[config.mk]
export PLATFORM = sky130hd
export DESIGN_NAME = uart_rx_array
export DESIGN_NICKNAME = d
export VERILOG_FILES = /design/src/apb_pkg.sv /design/src/uart_cfg_pkg.sv /design/src/rx_collector.sv /design/src/rx_line_sync.sv /design/src/sampling_strobe_generator.sv /design/src/uart_rx_array.sv /design/src/uart_rx_channel.sv
export SDC_FILE = /design/constraint.sdc
export NUM_CORES = 1
export LEC_CHECK = 0
export ABC_AREA = 0
export BUFFER_PORTS_ARGS = -buffer_cell sky130_fd_sc_hd__buf_2
export CORE_MARGIN = 3
export CORE_UTILIZATION = 30
export DETAILED_ROUTE_END_ITERATION = 12
export GPL_ROUTABILITY_DRIVEN = 1
export SETUP_SLACK_MARGIN = 0.02
export SLEW_MARGIN = 40
export SYNTH_ARGS = -nofsm -noshare
export SYNTH_HDL_FRONTEND = slang
export SYNTH_HIERARCHICAL = 1
export SYNTH_SLANG_ARGS = --single-unit
[constraint.sdc]
create_clock -name clk -period 5.7 [get_ports clk]
set_input_delay 1.71 -clock clk [delete_from_list [all_inputs] [get_ports clk]]
set_output_delay 1.71 -clock clk [all_outputs]
set_load 0.02 [all_outputs]
[src/apb_pkg.sv]
package apb_pkg;

	localparam int apb_addr_w = 4;                 // register window covers 0x0 to 0xf
	localparam int apb_data_w = 32;                // standard apb data width
	localparam int fifo_depth = 8;                 // frames buffered before overflow
	localparam int fifo_cnt_w = 4;                 // holds counts 0 up to fifo_depth
	localparam int fifo_ptr_w = $clog2(fifo_depth); // circular read and write pointer width

	// request side of the bus as driven by the master
	typedef struct packed {
		logic                  psel;
		logic                  penable;
		logic                  pwrite;
		logic [apb_addr_w-1:0] paddr;
		logic [apb_data_w-1:0] pwdata;
	} apb_req_t;

	// response side, the slave has no wait states so there is no pready
	typedef struct packed {
		logic [apb_data_w-1:0] prdata;
		logic                  pslverr;
	} apb_rsp_t;

	// register map of the collector
	typedef enum logic [apb_addr_w-1:0] {
		reg_status = 4'h0, // count, overflow and empty flags
		reg_data   = 4'h4, // frame read port that pops the fifo
		reg_ctrl   = 4'h8  // channel enable mask
	} reg_addr_t;

endpackage

[src/uart_cfg_pkg.sv]
package uart_cfg_pkg;

	localparam int clocks_per_bit = 16;                 // system clocks in one uart bit, kept short for simulation
	localparam int data_bits = 8;                       // 8n1 frame payload
	localparam int num_channels = 4;                    // receive channels in the array
	localparam int chan_id_w = 2;                       // wide enough to tag any channel

	localparam int strobe_cnt_w = $clog2(clocks_per_bit); // bit period counter width
	localparam int bit_cnt_w = $clog2(data_bits);         // data bit index width

	// receiver states, one step per sampling strobe except hold
	typedef enum logic [2:0] {
		idle,   // waiting for a falling edge on the line
		start,  // checking the start bit at its midpoint
		data,   // shifting data bits lsb first
		stop,   // sampling the stop bit
		hold    // frame ready and waiting for the collector ack
	} rx_state_t;

	// one received frame as stored in the fifo, data sits in the top bits
	typedef struct packed {
		logic [data_bits-1:0] data;        // received byte
		logic                 framing_err; // stop bit was sampled low
		logic [chan_id_w-1:0] chan;        // channel that received the frame
	} rx_frame_t;

endpackage

[src/rx_collector.sv]
`timescale 1ns/1ps

module rx_collector import uart_cfg_pkg::*; import apb_pkg::*; (
	input  logic                    clk,
	input  logic                    reset,
	input  rx_frame_t               frame [num_channels],  // frames offered by each channel
	input  logic [num_channels-1:0] frame_valid,
	output logic [num_channels-1:0] ack,                   // one hot grant back to the channels
	input  apb_req_t                apb_req,
	output apb_rsp_t                apb_rsp,
	output logic [num_channels-1:0] enable                 // channel enable mask to the sync stage
);

	rx_frame_t               mem [fifo_depth];  // circular frame storage
	logic [fifo_ptr_w-1:0]   wr_ptr;
	logic [fifo_ptr_w-1:0]   rd_ptr;
	logic [fifo_cnt_w-1:0]   count;             // frames currently stored
	logic                    overflow;          // sticky, a frame was dropped on a full fifo
	logic                    full;
	logic                    empty;
	logic [chan_id_w-1:0]    last_grant;        // search starts just after this channel
	logic [chan_id_w-1:0]    grant_id;
	logic                    grant_any;
	logic [chan_id_w-1:0]    idx;
	logic                    access;            // apb access phase
	logic                    push;
	logic                    pop;
	reg_addr_t               addr;

	assign full  = (count == fifo_cnt_w'(fifo_depth));
	assign empty = (count == '0);

	// round robin search over all channels starting after the last one granted
	always_comb begin
		grant_any = 1'b0;
		grant_id  = last_grant;
		idx       = '0;
		for (int i = 1; i <= num_channels; i++) begin
			idx = chan_id_w'((int'(last_grant) + i) % num_channels);
			if (frame_valid[idx] && !grant_any) begin
				grant_any = 1'b1;
				grant_id  = idx;
			end
		end
		ack = '0;
		if (grant_any) ack[grant_id] = 1'b1;  // at most one channel per cycle
	end

	assign access = apb_req.psel && apb_req.penable;
	assign addr   = reg_addr_t'(apb_req.paddr);
	assign push   = grant_any && !full;            // a grant on a full fifo is acked and dropped
	assign pop    = access && !apb_req.pwrite && (addr == reg_data) && !empty;

	always_ff @(posedge clk) begin
		if (reset) begin
			wr_ptr     <= '0;
			rd_ptr     <= '0;
			count      <= '0;
			overflow   <= 1'b0;
			last_grant <= chan_id_w'(num_channels - 1);  // channel 0 wins the first search
			enable     <= '1;
		end else begin
			if (grant_any) last_grant <= grant_id;
			if (push) wr_ptr <= wr_ptr + fifo_ptr_w'(1);
			if (pop) rd_ptr <= rd_ptr + fifo_ptr_w'(1);
			if (push && !pop) count <= count + fifo_cnt_w'(1);
			else if (pop && !push) count <= count - fifo_cnt_w'(1);
			if (access && apb_req.pwrite && addr == reg_status) overflow <= 1'b0;
			if (grant_any && full) overflow <= 1'b1;      // a new drop outranks a clear in the same cycle
			if (access && apb_req.pwrite && addr == reg_ctrl) enable <= apb_req.pwdata[num_channels-1:0];
		end
	end

	always_ff @(posedge clk) begin
		if (push) mem[wr_ptr] <= frame[grant_id];  // written in the ack cycle
	end

	// read data is decoded combinationally and valid during the access phase
	always_comb begin
		apb_rsp.prdata  = '0;
		apb_rsp.pslverr = 1'b0;
		case (addr)
			reg_status: apb_rsp.prdata = apb_data_w'({empty, overflow, count});
			reg_data: begin
				if (empty) apb_rsp.pslverr = access && !apb_req.pwrite;  // nothing to pop
				else apb_rsp.prdata = apb_data_w'(mem[rd_ptr]);
			end
			reg_ctrl:   apb_rsp.prdata = apb_data_w'(enable);
			default:    apb_rsp.pslverr = access;  // unmapped address
		endcase
	end

endmodule

[src/rx_line_sync.sv]
`timescale 1ns/1ps

module rx_line_sync import uart_cfg_pkg::*; (
	input  logic                    clk,
	input  logic                    reset,
	input  logic [num_channels-1:0] rx,         // raw asynchronous serial lines
	input  logic [num_channels-1:0] enable,     // channel enable mask from ctrl
	output logic [num_channels-1:0] line,       // synchronized and masked lines
	output logic [num_channels-1:0] start_edge  // one cycle pulse on each falling edge
);

	logic [num_channels-1:0] meta_q;  // first synchronizer stage
	logic [num_channels-1:0] sync_q;  // second synchronizer stage
	logic [num_channels-1:0] line_q;  // masked line one cycle back for edge detect

	always_ff @(posedge clk) begin
		if (reset) begin
			meta_q <= '1;           // lines idle high so no false start after reset
			sync_q <= '1;
			line_q <= '1;
		end else begin
			meta_q <= rx;
			sync_q <= meta_q;
			line_q <= line;         // remembers the masked value so disabling cannot look like a start
		end
	end

	assign line = sync_q | ~enable;        // a disabled channel sees a permanently idle line

	assign start_edge = line_q & ~line;    // high in the first cycle the line reads low

endmodule

[src/sampling_strobe_generator.sv]
`timescale 1ns/1ps

module sampling_strobe_generator import uart_cfg_pkg::*; (
	input  logic clk,
	input  logic reset,
	input  logic start_detected,  // start edge seen while the receiver is idle
	output logic sampling_strobe  // single cycle pulse at the middle of each bit
);

	localparam logic [strobe_cnt_w-1:0] cnt_last = strobe_cnt_w'(clocks_per_bit - 1);
	localparam logic [strobe_cnt_w-1:0] cnt_half = strobe_cnt_w'((clocks_per_bit >> 1) + 1);

	logic [strobe_cnt_w-1:0] counter;  // clocks elapsed in the current bit period

	always_ff @(posedge clk) begin
		if (reset) begin
			counter <= '0;
		end else if (start_detected) begin
			counter <= cnt_half;                       // only half a bit to go until the start bit midpoint
		end else if (counter == cnt_last) begin
			counter <= '0;                             // wraps once per bit period
		end else begin
			counter <= counter + strobe_cnt_w'(1);
		end
	end

	// the strobe is registered so it lands one clock after the counter wraps
	always_ff @(posedge clk) begin
		if (reset) begin
			sampling_strobe <= 1'b0;
		end else begin
			// a wrap that coincides with a new start belongs to the old timing and is dropped
			sampling_strobe <= (counter == cnt_last) && !start_detected;
		end
	end

endmodule

[src/uart_rx_array.sv]
`timescale 1ns/1ps

module uart_rx_array import uart_cfg_pkg::*; import apb_pkg::*; (
	input  logic                    clk,
	input  logic                    reset,
	input  logic [num_channels-1:0] rx,       // one serial line per channel, idle high
	input  apb_req_t                apb_req,
	output apb_rsp_t                apb_rsp
);

	logic [num_channels-1:0] line;         // synchronized lines to the channels
	logic [num_channels-1:0] start_edge;   // falling edge pulses to the channels
	logic [num_channels-1:0] enable;       // mask from the ctrl register
	logic [num_channels-1:0] frame_valid;
	logic [num_channels-1:0] ack;
	rx_frame_t               frame [num_channels];

	rx_line_sync u_line_sync (
		.clk       (clk),
		.reset     (reset),
		.rx        (rx),
		.enable    (enable),
		.line      (line),
		.start_edge(start_edge)
	);

	for (genvar i = 0; i < num_channels; i++) begin : g_chan
		uart_rx_channel u_channel (
			.clk        (clk),
			.reset      (reset),
			.line       (line[i]),
			.start_edge (start_edge[i]),
			.chan       (chan_id_w'(i)),  // each channel tags frames with its own index
			.ack        (ack[i]),
			.frame      (frame[i]),
			.frame_valid(frame_valid[i])
		);
	end

	rx_collector u_collector (
		.clk        (clk),
		.reset      (reset),
		.frame      (frame),
		.frame_valid(frame_valid),
		.ack        (ack),
		.apb_req    (apb_req),
		.apb_rsp    (apb_rsp),
		.enable     (enable)
	);

endmodule

[src/uart_rx_channel.sv]
`timescale 1ns/1ps

module uart_rx_channel import uart_cfg_pkg::*; (
	input  logic                 clk,
	input  logic                 reset,
	input  logic                 line,        // synchronized serial line, idle high
	input  logic                 start_edge,  // falling edge pulse from the sync stage
	input  logic [chan_id_w-1:0] chan,        // channel number stamped into each frame
	input  logic                 ack,         // collector has taken the frame
	output rx_frame_t            frame,       // frame contents, stable while frame_valid is high
	output logic                 frame_valid  // frame waiting for the collector
);

	rx_state_t            state;
	logic                 start_detected;  // start edge accepted by this receiver
	logic                 strobe;          // mid-bit sampling point
	logic [bit_cnt_w-1:0] bit_cnt;         // index of the data bit being shifted
	logic [data_bits-1:0] shift_q;         // data bits collected lsb first
	logic                 ferr_q;          // stop bit was low

	assign start_detected = start_edge && (state == idle);  // edges during a frame are data transitions

	sampling_strobe_generator u_strobe (
		.clk            (clk),
		.reset          (reset),
		.start_detected (start_detected),
		.sampling_strobe(strobe)
	);

	always_ff @(posedge clk) begin
		if (reset) begin
			state   <= idle;
			bit_cnt <= '0;
		end else begin
			case (state)
				idle: begin
					if (start_detected) state <= start;
				end
				start: begin
					if (strobe) begin
						bit_cnt <= '0;
						state   <= line ? idle : data;  // a high start bit means the edge was a glitch
					end
				end
				data: begin
					if (strobe) begin
						bit_cnt <= bit_cnt + bit_cnt_w'(1);
						if (bit_cnt == bit_cnt_w'(data_bits - 1)) state <= stop;  // last data bit taken
					end
				end
				stop: begin
					if (strobe) state <= hold;    // frame_valid rises in the following cycle
				end
				hold: begin
					if (ack) state <= idle;       // valid drops on the edge after the ack
				end
				default: state <= idle;
			endcase
		end
	end

	// payload registers only move while their bits are being sampled
	always_ff @(posedge clk) begin
		if (state == data && strobe) begin
			shift_q <= {line, shift_q[data_bits-1:1]};  // first bit received ends up in bit 0
		end
		if (state == stop && strobe) begin
			ferr_q <= ~line;                            // stop bit must be high in 8n1
		end
	end

	assign frame_valid = (state == hold);

	assign frame = '{data: shift_q, framing_err: ferr_q, chan: chan};

endmodule
==> summary.txt <==
Global routing
  – Most Crowded Layer GR: met2
  – Initial antenna violation count: 0
  – Grt met1 use: 14.63%
  – Number of global-route vias before repair: 5270
  – GR Util All Layers: 10.93%
  – First-pass GRT wire length: 28190 µm
  – Met3 Use GR: around 2.7%
  – Met2 GRT Util: about 18%
  – Grt ovf: 0
  – Largest net degree at the start of global routing: 40

Die
  – Die Y: about 180 µm
  – I/O pin count: about 80
  – Core footprint: 29250 µm²
  – Initial Util: 30.96%
  – Area of the die: 32300 µm²
  – Die width: 179.7 µm
  – Row count: 62

Yosys
  – Sequential area share after synthesis: 57.92%
  – Synth unique cells: 57
  – Post-Syn Area: 9055 µm²
  – Synthesized instance count: 703
  – Asr flop ratio synth: 0%
  – Main synth FF type: edfxtp_1
  – Synth Warn #: 6
  – FF+latch count, synth: 200
  – Number of flops mapped to enable cells by yosys: around 120
  – Syn_area_per_cell: 12.88 µm²

Critical path
  – Worst Path Arrival: 3140 ps
  – Critical Path End Type: output port
  – Reg2reg path depth: 12
  – CP top delay family: simple AND/OR/NAND/NOR gates
  – Slowest stage delay, CP: 450 ps
  – Stages on worst setup path: 5
  – Critical path fanouts, max: 11
  – Worst setup SP type: input pin
  – CP required: 3990 ps
  – Cell mode on critical path: buf_2
  – Crit path cell chain: buf_2 > nor3_1 > nand3_1 > o22ai_1 > buf_2
  – Path type of the worst setup path: input pin to output port
  – CP max-delay cell: nand3_1
  – Worst path bufs/invs: 2

Drt
  – Wire length per cell: 15.16 µm
  – Via-to-Cell Ratio: 4.749
  – Drt first pass iters: 5
  – Routed wire length: 17100 µm
  – Initial DRC count: roughly 370
  – Via count: ~5400
  – Post-route ant nets: 0
  – DRC errors left: 0

Power and ir drop
  – Leakage: 3.646 nW
  – Worst VDD drop: 0.0002224 V
  – Pwr Density: 276.5 nW/µm²

STA
  – FMAX: 206.2 MHz
  – Clock Skews: between 8 and 9 ps
  – Max-slew violation count: 0
  – RSZ-0062 raised after global routing: false
  – Post-route clock period utilization: 85.07%
  – Setup violators final: 0
  – Post-layout minimum cycle time: 4849 ps
  – Worst-margin pin slew: 720.8 ps
  – Slew HR: 50.57%
  – Final hold vios: 0
  – Setup TNS: 0 ps

Clock network
  – Post-CTS Resized: 0
  – Clk slew on worst S/H paths: approximately 70 ps
  – Root Driver: clkbuf_16
  – Clock tree buffer depth: 2
  – # Post-CTS Setup Buffers: 0
  – Skew-Pair Late Insertion Delay: 440 ps
  – Clock sink total: 200
  – CTS buffer count: 17
  – Post-CTS Hold Buffers: 0
  – CTS tree: done
  – H-tree depth: 4

Worst hold path
  – WHS Path Cells: 1
  – Hold Crit Class: register to register

Place
  – Port buffer count: 28
  – Placer Congestion: ~0.71
  – HPWL after DPL: 11480 µm
  – Post-DP Area: between 9000 and 10000 µm²
  – Dpl cells: 1096

Flow run
  – Max_cap viols: 0

Layout
  – Final Core Density: 34.59%
  – Layout cells sized above 1: 16.67%
  – Layout area overhead: 11.73%
  – Most frequent cells in the layout: edfxtp_1 (124), dfxtp_1 (74), mux2i_1 (55)
  – Final Instance Count excl. Fillers: about 1100
  – Antenna cells: 0
  – Most common cell after layout, fill and taps aside: edfxtp_1
  – Nets@finish: approximately 800
  – Fin area: 10120 µm²

Status
  – Status: complete, no violations
flip-flops by register name, summed over array words and instances, names as in the netlist, named ones only:
signal                                     flops
u_collector/mem                               88
g_chan.u_channel/shift_q                      32
g_chan.u_channel/u_strobe/counter             16
g_chan.u_channel/bit_cnt                      12
g_chan.u_channel/state                        12
g_chan.u_channel/ferr_q                        4
g_chan.u_channel/u_strobe/sampling_strobe      4
u_collector/count                              4
u_collector/enable                             4
u_line_sync/line_q                             4
u_line_sync/meta_q                             4
u_line_sync/sync_q                             4
u_collector/rd_ptr                             3
u_collector/wr_ptr                             3
u_collector/last_grant                         2
u_collector/overflow                           1
metal layers:
metal	wire [µm]	up-vias
met5	0	-
met4	203	0
met3	590	16
met2	8047	72
met1	8253	2651
li1	-	2618
cell type report:
class	count	area (µm²)
inverter	33	123.9
clock buffer	18	429.2
tap	384	480.5
clock inverter	14	137.6
sequential	200	5248
timing repair buffer	43	271.5
fill	2835	19130
multi-input combinational	436	3427
cell families after synthesis:
logic type                 synth area share (%)
DFF                                       57.92
and+or+nand+nor                           13.42
AOI/OAI and AO/OA                         7.420
buffers and inverters                     5.790
muxes                                     11.79
adders and majority gates                 2.570
xor gates and xnor gates                 0.9673
other                                    0.1244
Yosys cell counts, types with 5 or more instances:
| cell type | count | share of area [%] |
|---|---|---|
| ha_1 | 17 | 2.3 |
| and2_1 | 16 | 1.1 |
| a21oi_1 | 36 | 2.0 |
| mux2i_1 | 56 | 6.2 |
| nor2b_1 | 5 | 0.35 |
| nand3_1 | 7 | 0.39 |
| or4_1 | 6 | 0.50 |
| mux4_2 | 22 | 5.5 |
| nor3_1 | 12 | 0.66 |
| o22ai_1 | 5 | 0.35 |
| nand2b_1 | 14 | 0.97 |
| or2_1 | 8 | 0.55 |
| nor4b_1 | 8 | 0.77 |
| nand3b_1 | 6 | 0.50 |
| buf_4 | 36 | 3.0 |
| nor3b_1 | 5 | 0.41 |
| nor4bb_1 | 8 | 0.88 |
| or3_1 | 5 | 0.35 |
| buf_2 | 12 | 0.66 |
| edfxtp_1 | 124 | 41 |
| nand2_1 | 12 | 0.50 |
| inv_1 | 33 | 1.4 |
| xnor2_1 | 8 | 0.77 |
| nor2_1 | 46 | 1.9 |
| and3_1 | 6 | 0.41 |
| nor3_2 | 6 | 0.66 |
| dfxtp_1 | 76 | 17 |
| o21ai_0 | 17 | 0.94 |
| clkbuf_1 | 8 | 0.33 |
| o21ai_1 | 16 | 0.88 |
where the power goes:
part	internal (W)	total [W]	switching (W)
sequential	0.00153	0.00155	0.0000177
combinational	0.0000313	0.0000883	0.0000570
clock	0.000614	0.00116	0.000542
total	0.00218	0.00280	0.000617
final timing paths:
path | from | endpoint | slack, ps
setup reg to reg | g_chan[1].u_channel/state[0] | u_collector/count[3] | 1820
hold / removal | u_line_sync/meta_q[2] | u_line_sync/sync_q[2] | 410
setup / recovery | apb_req[35] | apb_rsp[1] | 850
hold reg to reg | u_line_sync/meta_q[2] | u_line_sync/sync_q[2] | 410
stage by stage:
step	hold slack, ps	setup WS, ps	power, W
floorplan	383.2	1258	0.001660
global route	427.0	697.0	0.002913
global placement	395.7	923.7	0.001671
detailed placement	399.7	849.6	0.001673
CTS	410.3	846.4	0.002835
finish	407.9	851.2	0.002797
worst register-to-register path, cell delays in order (launching register included):
cell	delay [ps]
dfxtp_1	610
nor2_1	210
and2_1	250
or4_1	710
nand2_1	300
inv_1	160
ha_1	240
inv_1	140
ha_1	250
a21o_1	170
a21oi_1	170
mux2i_1	230
mux2_2	350
No activity file was read; power rests on OpenSTA's default activity.
